===== src/source/rv_core_pkg.sv =====
package rv_core_pkg;

    // Basic widths
    typedef logic [31:0] word_t;
    typedef logic [4:0]  reg_idx_t;
    typedef logic [31:0] instr_t;

    // Major opcodes handled by the core, real RV32I encodings
    typedef enum logic [6:0] {
        op_none = 7'b0000000,
        op_imm  = 7'b0010011,
        op_reg  = 7'b0110011,
        lui     = 7'b0110111
    } opcode_t;

    // ALU operations
    typedef enum logic [3:0] {
        alu_add,
        alu_sub,
        alu_sll,
        alu_slt,
        alu_sltu,
        alu_xor,
        alu_srl,
        alu_sra,
        alu_or,
        alu_and,
        // Second operand straight through, for LUI
        alu_pass_b
    } alu_op_t;

    // Instruction memory request
    typedef struct packed {
        logic  valid;
        word_t addr;
    } inst_req_t;

    // Instruction memory response, one cycle after the request
    typedef struct packed {
        logic  valid;
        word_t addr;
        word_t data;
    } inst_rsp_t;

    // Fetch to decode
    typedef struct packed {
        logic   valid;
        word_t  pc;
        instr_t instr;
    } fetched_instr_t;

    // Decode to execute
    typedef struct packed {
        logic     valid;
        word_t    pc;
        reg_idx_t rs1;
        reg_idx_t rs2;
        reg_idx_t rd;
        // Low for x0 targets and unsupported opcodes
        logic     wb_enable;
        logic     use_imm;
        word_t    imm;
        alu_op_t  alu_op;
        // Operands as read from the register file at decode
        word_t    rd1;
        word_t    rd2;
    } decoded_instr_t;

    // Retired instruction, also the register file write port
    typedef struct packed {
        logic     valid;
        word_t    pc;
        reg_idx_t rd;
        word_t    value;
    } retired_instr_t;

endpackage


===== src/source/fetch_unit.sv =====
module fetch_unit #(
    parameter rv_core_pkg::word_t reset_pc = 32'h0
) (
    input  logic                        clk,
    input  logic                        reset,
    input  logic                        inst_ready,
    output rv_core_pkg::inst_req_t      inst_req,
    input  rv_core_pkg::inst_rsp_t      inst_rsp,
    output rv_core_pkg::fetched_instr_t fetched
);

    rv_core_pkg::word_t pc;
    // Address of the request still waiting for its response
    rv_core_pkg::word_t expected_addr;

    // One request per cycle whenever the memory is ready
    always_comb begin
        inst_req.valid = inst_ready && !reset;
        inst_req.addr = pc;
    end

    // Response goes straight on to decode
    always_comb begin
        fetched.valid = inst_rsp.valid;
        fetched.pc = inst_rsp.addr;
        fetched.instr = inst_rsp.data;
    end

    always_ff @(posedge clk) begin
        if (reset) begin
            pc <= reset_pc;
        end else if (inst_req.valid) begin
            pc <= pc + 32'd4;
        end
    end

    always_ff @(posedge clk) begin
        if (inst_req.valid) begin
            expected_addr <= pc;
        end
    end

    // Memory must answer with the address that was asked for
    rsp_addr_match: assert property (
        @(posedge clk) disable iff (reset)
        inst_rsp.valid |-> (inst_rsp.addr == expected_addr)
    ) else $error("fetch: response addr %h, expected %h", inst_rsp.addr, expected_addr);

endmodule


===== src/source/register_file.sv =====
module register_file (
    input  logic                        clk,
    input  logic                        reset,
    input  rv_core_pkg::reg_idx_t       rs1,
    input  rv_core_pkg::reg_idx_t       rs2,
    output rv_core_pkg::word_t          rd1,
    output rv_core_pkg::word_t          rd2,
    input  rv_core_pkg::retired_instr_t write
);

    // x0 has no storage
    rv_core_pkg::word_t regs [1:31];

    logic write_en;

    assign write_en = write.valid && (write.rd != 5'd0);

    // Write-through so a read in the write cycle sees the new value
    always_comb begin
        if (rs1 == 5'd0) begin
            rd1 = '0;
        end else if (write_en && write.rd == rs1) begin
            rd1 = write.value;
        end else begin
            rd1 = regs[rs1];
        end
        if (rs2 == 5'd0) begin
            rd2 = '0;
        end else if (write_en && write.rd == rs2) begin
            rd2 = write.value;
        end else begin
            rd2 = regs[rs2];
        end
    end

    always_ff @(posedge clk) begin
        if (reset) begin
            for (int i = 1; i < 32; i++) begin
                regs[i] <= '0;
            end
        end else if (write_en) begin
            regs[write.rd] <= write.value;
        end
    end

    // Decode drops wb_enable for x0, so a write there means a broken pipe
    no_x0_write: assert property (
        @(posedge clk) disable iff (reset)
        write.valid |-> (write.rd != 5'd0)
    ) else $error("register_file: write to x0 from pc %h", write.pc);

endmodule


===== src/source/decode_stage.sv =====
module decode_stage (
    input  logic                        clk,
    input  logic                        reset,
    input  rv_core_pkg::fetched_instr_t fetched,
    output rv_core_pkg::reg_idx_t       rs1,
    output rv_core_pkg::reg_idx_t       rs2,
    input  rv_core_pkg::word_t          rd1,
    input  rv_core_pkg::word_t          rd2,
    output rv_core_pkg::decoded_instr_t decoded
);

    rv_core_pkg::opcode_t        opcode;
    rv_core_pkg::reg_idx_t       rd;
    logic [2:0]                  funct3;
    logic [6:0]                  funct7;
    rv_core_pkg::decoded_instr_t decoded_next;

    // Register fields
    assign rs1 = fetched.instr[19:15];
    assign rs2 = fetched.instr[24:20];
    assign rd = fetched.instr[11:7];
    assign funct3 = fetched.instr[14:12];
    assign funct7 = fetched.instr[31:25];

    always_comb begin
        case (fetched.instr[6:0])
            rv_core_pkg::op_imm: opcode = rv_core_pkg::op_imm;
            rv_core_pkg::op_reg: opcode = rv_core_pkg::op_reg;
            rv_core_pkg::lui:    opcode = rv_core_pkg::lui;
            default:             opcode = rv_core_pkg::op_none;
        endcase
    end

    always_comb begin
        decoded_next.valid = fetched.valid;
        decoded_next.pc = fetched.pc;
        decoded_next.rs1 = rs1;
        decoded_next.rs2 = rs2;
        decoded_next.rd = rd;
        decoded_next.wb_enable = (opcode != rv_core_pkg::op_none) && (rd != 5'd0);
        decoded_next.use_imm = (opcode != rv_core_pkg::op_reg);
        decoded_next.rd1 = rd1;
        decoded_next.rd2 = rd2;

        // I-type immediate unless LUI
        if (opcode == rv_core_pkg::lui) begin
            decoded_next.imm = {fetched.instr[31:12], 12'd0};
        end else begin
            decoded_next.imm = {{20{fetched.instr[31]}}, fetched.instr[31:20]};
        end

        case (funct3)
            3'b000: begin
                if (opcode == rv_core_pkg::op_reg && funct7[5]) begin
                    decoded_next.alu_op = rv_core_pkg::alu_sub;
                end else begin
                    decoded_next.alu_op = rv_core_pkg::alu_add;
                end
            end
            3'b001: decoded_next.alu_op = rv_core_pkg::alu_sll;
            3'b010: decoded_next.alu_op = rv_core_pkg::alu_slt;
            3'b011: decoded_next.alu_op = rv_core_pkg::alu_sltu;
            3'b100: decoded_next.alu_op = rv_core_pkg::alu_xor;
            // SRA and SRAI both flag funct7 bit 5
            3'b101: begin
                if (funct7[5]) begin
                    decoded_next.alu_op = rv_core_pkg::alu_sra;
                end else begin
                    decoded_next.alu_op = rv_core_pkg::alu_srl;
                end
            end
            3'b110: decoded_next.alu_op = rv_core_pkg::alu_or;
            default: decoded_next.alu_op = rv_core_pkg::alu_and;
        endcase
        if (opcode == rv_core_pkg::lui) begin
            decoded_next.alu_op = rv_core_pkg::alu_pass_b;
        end
    end

    always_ff @(posedge clk) begin
        decoded <= decoded_next;
        if (reset) begin
            decoded.valid <= 1'b0;
        end
    end

endmodule


===== src/source/alu.sv =====
module alu (
    input  rv_core_pkg::word_t   a,
    input  rv_core_pkg::word_t   b,
    input  rv_core_pkg::alu_op_t op,
    output rv_core_pkg::word_t   result
);

    logic [4:0] shamt;

    // Only the low five bits shift on RV32
    assign shamt = b[4:0];

    always_comb begin
        case (op)
            rv_core_pkg::alu_add: begin
                result = a + b;
            end
            rv_core_pkg::alu_sub: begin
                result = a - b;
            end
            rv_core_pkg::alu_sll: begin
                result = a << shamt;
            end
            rv_core_pkg::alu_slt: begin
                result = {31'd0, $signed(a) < $signed(b)};
            end
            rv_core_pkg::alu_sltu: begin
                result = {31'd0, a < b};
            end
            rv_core_pkg::alu_xor: begin
                result = a ^ b;
            end
            rv_core_pkg::alu_srl: begin
                result = a >> shamt;
            end
            rv_core_pkg::alu_sra: begin
                result = $signed(a) >>> shamt;
            end
            rv_core_pkg::alu_or: begin
                result = a | b;
            end
            rv_core_pkg::alu_and: begin
                result = a & b;
            end
            rv_core_pkg::alu_pass_b: begin
                result = b;
            end
            default: begin
                result = '0;
            end
        endcase
    end

endmodule


===== src/source/execute_stage.sv =====
module execute_stage (
    input  logic                        clk,
    input  logic                        reset,
    input  rv_core_pkg::decoded_instr_t decoded,
    output rv_core_pkg::retired_instr_t retire
);

    rv_core_pkg::word_t src_a;
    rv_core_pkg::word_t src_b_reg;
    rv_core_pkg::word_t src_b;
    rv_core_pkg::word_t alu_result;

    // Result of the instruction one ahead is not yet in the register file
    // when this one read its operands
    always_comb begin
        if (retire.valid && retire.rd == decoded.rs1) begin
            src_a = retire.value;
        end else begin
            src_a = decoded.rd1;
        end
        if (retire.valid && retire.rd == decoded.rs2) begin
            src_b_reg = retire.value;
        end else begin
            src_b_reg = decoded.rd2;
        end
    end

    assign src_b = decoded.use_imm ? decoded.imm : src_b_reg;

    alu alu_inst (
        .a      (src_a),
        .b      (src_b),
        .op     (decoded.alu_op),
        .result (alu_result)
    );

    // Retire register, bubbles and x0 targets leave valid low
    always_ff @(posedge clk) begin
        if (reset) begin
            retire.valid <= 1'b0;
        end else begin
            retire.valid <= decoded.valid && decoded.wb_enable;
        end
    end

    always_ff @(posedge clk) begin
        retire.pc <= decoded.pc;
        retire.rd <= decoded.rd;
        retire.value <= alu_result;
    end

    // Forwarding relies on retire never naming x0
    retire_not_x0: assert property (
        @(posedge clk) disable iff (reset)
        retire.valid |-> (retire.rd != 5'd0)
    ) else $error("execute: retire to x0 at pc %h", retire.pc);

endmodule


===== src/source/rv_core.sv =====
module rv_core #(
    parameter rv_core_pkg::word_t reset_pc = 32'h0
) (
    input  logic                        clk,
    input  logic                        reset,
    input  logic                        inst_ready,
    output rv_core_pkg::inst_req_t      inst_req,
    input  rv_core_pkg::inst_rsp_t      inst_rsp,
    output rv_core_pkg::retired_instr_t retire
);

    rv_core_pkg::fetched_instr_t fetched;
    rv_core_pkg::decoded_instr_t decoded;
    rv_core_pkg::reg_idx_t       rs1;
    rv_core_pkg::reg_idx_t       rs2;
    rv_core_pkg::word_t          rd1;
    rv_core_pkg::word_t          rd2;

    fetch_unit #(
        .reset_pc (reset_pc)
    ) fetch_inst (
        .clk        (clk),
        .reset      (reset),
        .inst_ready (inst_ready),
        .inst_req   (inst_req),
        .inst_rsp   (inst_rsp),
        .fetched    (fetched)
    );

    // Written from the retire register
    register_file regfile_inst (
        .clk   (clk),
        .reset (reset),
        .rs1   (rs1),
        .rs2   (rs2),
        .rd1   (rd1),
        .rd2   (rd2),
        .write (retire)
    );

    decode_stage decode_inst (
        .clk     (clk),
        .reset   (reset),
        .fetched (fetched),
        .rs1     (rs1),
        .rs2     (rs2),
        .rd1     (rd1),
        .rd2     (rd2),
        .decoded (decoded)
    );

    execute_stage execute_inst (
        .clk     (clk),
        .reset   (reset),
        .decoded (decoded),
        .retire  (retire)
    );

endmodule


===== config.mk =====
export PLATFORM = sky130hd
export DESIGN_NAME = rv_core
export DESIGN_NICKNAME = d
export VERILOG_FILES = /design/src/source/rv_core_pkg.sv /design/src/source/fetch_unit.sv /design/src/source/register_file.sv /design/src/source/decode_stage.sv /design/src/source/alu.sv /design/src/source/execute_stage.sv /design/src/source/rv_core.sv
export SDC_FILE = /design/constraint.sdc
export NUM_CORES = 2
export LEC_CHECK = 0
export BUFFER_PORTS_ARGS = -buffer_cell sky130_fd_sc_hd__buf_2
export CAP_MARGIN = 20
export CORE_MARGIN = 4
export CORE_UTILIZATION = 51
export DETAILED_ROUTE_END_ITERATION = 8
export PLACE_DENSITY = 0.78
export SETUP_SLACK_MARGIN = 0.1
export SYNTH_ARGS = -nofsm -noshare
export SYNTH_HDL_FRONTEND = slang
export SYNTH_SLANG_ARGS = --single-unit

===== constraint.sdc =====
create_clock -name clk -period 6.9 [get_ports clk]
set_clock_uncertainty 0.1 [all_clocks]
set_input_delay 0.345 -clock clk [delete_from_list [all_inputs] [get_ports clk]]
set_output_delay 0.345 -clock clk [all_outputs]
set_load 0.005 [all_outputs]

# == After elaboration in Yosys (flattened, before gate mapping) ==
# Memories as Yosys holds them, arrays and structs flattened.
# Cells that the tools add are included.
# totals
mem_bits_rw,992
word_cells,92
n_memories,1
reg_bits,252
input_bits,68
output_inout_bits,103
# mem_list
memory,depth,width,read_ports,rd_clocked_by_memory_dff,write_ports,line_no,rtl
regfile_inst.regs,31,32,2,0,31,register_file.sv:12,rv_core_pkg::word_t regs [1:31];
# op_classes
n_reduce_logical,18
n_lt_le_gt_ge,2
mux,19
n_addsub,3
eq_ne,26
shift,3
bitwise,3
# ops
operator,n
32-bit case mux with 11 select lines,1
32-bit 2-to-1 mux,6
32-bit less-than comparator,2
"32-bit by 3-bit adder with 32-bit output, second input constant",1
32-bit adder,1
32-bit bitwise AND,1
32-bit bitwise OR,1
32-bit OR reduction,1
32-bit by 5-bit << shifter with 32-bit output,1
32-bit by 5-bit >> shifter with 32-bit output,1
32-bit by 5-bit >>> shifter with 32-bit output,1
32-bit subtractor,1
32-bit bitwise XOR,1
31-bit 2-to-1 mux,1
4-bit case mux with 7 select lines,1
5-bit == test,4
6-bit case mux with 3 select lines,1
"4-bit by 3-bit == test with 1-bit output, second input constant",4
"7-bit by 6-bit == test with 1-bit output, second input constant",2
"4-bit == test, second input constant",3
"6-bit == test, second input constant",2
5-bit logical NOT,2
5-bit nonzero test,2
"3-bit == test, second input constant",3
other kinds (13),30

# == Logic depth before layout (Yosys ltp) ==
# logic_depth
ltp_word,7
depth_mapped,22

# == Cells and area by module ==
# From an unflattened synthesis, not the netlist that was laid out.
# unflattened
cells_unflattened,5919
area_unflattened_um2,72727.3
# by_module_without_submodules
module,area_each_um2,instances,cells_each
register_file,55512.0,1,3923
alu,8972.4,1,1350
decode_stage,3499.6,1,222
execute_stage,2806.4,1,193
fetch_unit,1936.9,1,231

# == Worst setup path after synthesis ==
# OpenSTA, ideal clock, no wires.
# synth_path
path_type,register to register
start,"register, netlist name execute_inst.retire[32]"
end,"register, netlist name execute_inst.retire[31]"
period_less_slack_ns,5.029
path_stages_with_launch,21
n_path_buf,3
slack_ns,1.871
arrival_time_ns,4.807
setup_time_ns,0.122
path_cell_list,dfxtp_1 -> buf_6 -> xnor2_2 -> nand4_1 -> nor2_4 -> clkbuf_1 -> mux2i_1 -> nor2_1 -> a21oi_1 -> inv_1 -> ha_1 -> clkbuf_1 -> or2_1 -> a211o_1 -> a211o_1 -> a311o_1 -> nand3_1 -> o311ai_1 -> o21a_1 -> a221o_1 -> a221o_1
# synth_via
elab_chain_cells,6
word_cells_on_any_way,16
classes_between,add/sub (2); eq/ne (2); shift (3); mux (4); bitwise (3); reduce/logical (2)
# synth_rtl
element,line_no,rtl
5-bit == test,execute_stage.sv:21,if (retire.valid && retire.rd == decoded.rs2) begin
1-bit logical AND,execute_stage.sv:21,
32-bit 2-to-1 mux,execute_stage.sv:21,
32-bit 2-to-1 mux,execute_stage.sv:28,assign src_b = decoded.use_imm ? decoded.imm : src_b_reg;
32-bit subtractor (tied with other cells),alu.sv:19,result = a - b;
32-bit case mux with 11 select lines (*),alu.sv:14,case (op)
via execute_inst.alu_inst.result[31],alu.sv:5,output rv_core_pkg::word_t result
# Mark *: on every way through the listed nets, which the timed path passes. The rest lies on a longest branch.
# A chain may end at the register's enable or synchronous reset.

# == Worst setup path in the final report ==
# layout_path
start,"register, netlist name execute_inst.retire[35]"
end,"register, netlist name execute_inst.retire[26]"
# layout_via
elab_chain_cells,6
word_cells_on_any_way,16
classes_between,add/sub (2); eq/ne (2); shift (3); mux (4); bitwise (3); reduce/logical (2)
# layout_rtl
element,line_no
5-bit == test,execute_stage.sv:21
1-bit logical AND,execute_stage.sv:21
32-bit 2-to-1 mux,execute_stage.sv:21
32-bit 2-to-1 mux,execute_stage.sv:28
32-bit subtractor (tied with other cells),alu.sv:19
32-bit case mux with 11 select lines (*),alu.sv:14
via execute_inst.alu_inst.result[26],alu.sv:5
# Marks and branches as above.

==> metrics.txt <==
largest net degree at the start of global routing 120; worst slew pin tran 1.18 ns; met3 Usage GRT 11.1%; prevailing post-synth register cell edfxtp_1; M2 GR Usage 53.6%; nets 5,729; CP arrival 6.47 ns; Area growth syn-to-layout 11.2%; row count 137; worst-path fanout max 13; ys async rst share 0%; Die Wd 384 um; Initial Util 51.4%; top-count cell post-synth edfxtp_1; Worst setup SP type register; Yosys reg bits 1,274; Max-Slew Margin vs Limit 21.1%; via count 52,600; crit path max-delay cell type dfxtp_1; Gate power share 20.3%; flip-flop and latch area 35,800 sq um; antenna-violating nets left 0; die area 147,000 sq um; Remaining DRCs 0; worst slack, placed 1.15 ns; DRT Pass-1 Iters 6; final hold vios 0; Clock Path Buffers 3; crit-path cells xnor2_1 -> and4_1 -> a21boi_0 -> nor2_1 -> inv_1 -> ha_1 -> a21oi_1 -> nor4_1 -> nor4_2 -> buf_4 -> nor4_1 -> o2111ai_1 -> nand2_1 -> o21ai_0 -> a221o_1 -> or4_1; sequential fraction of the synthesis area 49.7%; switching fraction of total power 31.0%; wire length per cell 35.2 um; CP Class register to register; crit-path max cell delay 0.65 ns; CTS Sinks 1,274; Critical Path End Type register; post-DR vias/cell 6.97; gr ovfl total 0; Critical Path RT 7.46 ns; max-slew violation count 0; Post-synth EDFFs 1,024; Root Buffer clkbuf_16; # Post-CTS Setup Buffers 0; share of cells above drive strength 1 24.0%; Area contributors post-synth edfxtp_1 (43%), mux4_2 (20%), and2_1 (8.3%); unique cell type count in the Yosys netlist 108; post-route setup slack 0.983 ns; Synth top cells by count edfxtp_1 (1,024), and2_1 (951), mux4_2 (644); GR Util met1 45.8%; leading area contributor after synthesis edfxtp_1; Port Buffers 168; Num CTS Buffers 139; post-cts sizing count 0; vias in the first global route 51,700; worst hold margin 0.0689 ns; GRT Max-Usage Layer met2; P_sw 6.46 mW; status finished clean; internal power 14.4 mW; Tot GR Track Use 35.8%; Fin Setup TNS 0 ns; reg2reg setup slack 0.98 ns; maxcap violations 0; DRT iter0 DRCs 8,471; Synth Cell Area 72,000 sq um; PwrDens 260 nW/um^2; Tightest Hold Check Type primary input to register; worst skew pair latency 0.82 ns; first-pass GRT wire length 376 mm; VDD IR max 0.280 mV; RSZ-0062 raised after global routing no; part of the power in registers 43.5%; Placeable Area 140,000 sq um; Leak Pwr 29.5 nW; Clk pin slew, worst setup/hold paths 0.06 ns; TritonCTS clock tree yes; # fillers 10,800; synth warn 0; hpwl dp 168 mm; Mapped Cells 5,524; Die Y 384 um; final wirelength 266 mm; initial antenna violation count 18; final setup vio count 0; power share of the clock group 36.2%; number of H-tree levels 4; Max Fclk 169 MHz; Tmin final 5.92 ns; Final Cycle Share 85.8%; # IOs 171; area of the multi-input gates 33,900 sq um; Syn Area/Cell 13.0 sq um; hold_buf cts 61; cell mode on critical path nor4_1; Synth top area share 42.7%; GP Congestion 1.05
[registers in the layout, indices dropped and copies added (netlist names)]
register / cells
fetch_inst.pc: 30
decode_inst.decoded: 150
regfile_inst.regs: 1024
execute_inst.retire: 70
[stage by stage]
step / util, % / cells / area [sq um] / total power [mW]
final: 57.2 / 7547 / 80000 / 20.8
after CTS: 57.2 / 7541 / 80000 / 20.7
after floorplan: - / 5557 / 72100 / 11.4
after detailed placement: 53.5 / 7228 / 74800 / 13.2
after global placement: 53.4 / 7226 / 74700 / 13.1
after global routing: 57.2 / 7544 / 80000 / 21.4
[kinds of logic (layout without fill, tap and decap cells)]
kind of cell | Yosys count | in the layout | synth area share (%)
simple gates | 1858 | 1858 | 14.2
flops | 1274 | 1274 | 49.7
compound gates | 803 | 803 | 7.85
mux | 777 | 777 | 22.1
buf+inv | 653 | 763 | 3.65
fa+ha+maj | 105 | 105 | 1.85
xor+xnor | 53 | 53 | 0.655
other cells | 1 | 38 | 0.00521
[layer usage]
layer	vias to the layer above	wire length, um
met5	-	55
met4	8	20500
met3	846	36600
met2	4451	118000
met1	26200	90500
li1	21100	-
[critical path, delay by kind of cell (launching register included)]
| family | cells | cell delay, ns |
|---|---|---|
| and+or+nand+nor | 7 | 2.93 |
| AOI/OAI and AO/OA | 5 | 1.09 |
| DFF | 1 | 0.65 |
| adders and majority gates | 1 | 0.46 |
| buffers and inverters | 2 | 0.31 |
| xor gates and xnor gates | 1 | 0.23 |
[layout by cell type, fill, tap and decap left out, drive strengths merged, types with 43 or more instances in the layout]
cell type and count:
clkinv 57, nand3 104, o21ai 167, ha 103
inv 100, dfxtp 250, nor3 113, buf 355
dlygate4sd3 61, and2 951, a211oi 100, clkbuf 176
nand2 187, mux2i 115, edfxtp 1024, a21oi 138
a21o 43, mux4 644, nor2 299
[worst paths after layout]
kind,cells after the start,start,endpoint
min,2,inst_rsp[63],decode_inst.decoded[148]
max reg2reg,16,execute_inst.retire[35],execute_inst.retire[26]
max,16,execute_inst.retire[35],execute_inst.retire[26]
min reg2reg,0,decode_inst.decoded[133],execute_inst.retire[53]
[power groups by stage]
stage | registers [mW] | logic [mW] | clock network (mW)
6_report | 9.06 | 4.22 | 7.55
5_1_grt | 9.08 | 4.35 | 7.94
4_1_cts | 9.05 | 4.06 | 7.59
3_5_place_dp | 9.19 | 4.01 | 0
3_3_place_gp | 9.18 | 3.97 | 0
2_1_floorplan | 9.01 | 2.43 | 0
[layout make-up]
class / instances / area share, %
Sequential cell: 1274 / 44.7
Multi-Input combinational cell: 3630 / 42.3
Clock buffer: 175 / 4.68
Timing Repair Buffer: 417 / 3.86
Tap cell: 1876 / 2.93
Clock inverter: 77 / 1.05
Inverter: 94 / 0.444
Antenna cell: 4 / 0.0125
(Power assumes the default switching activity.)
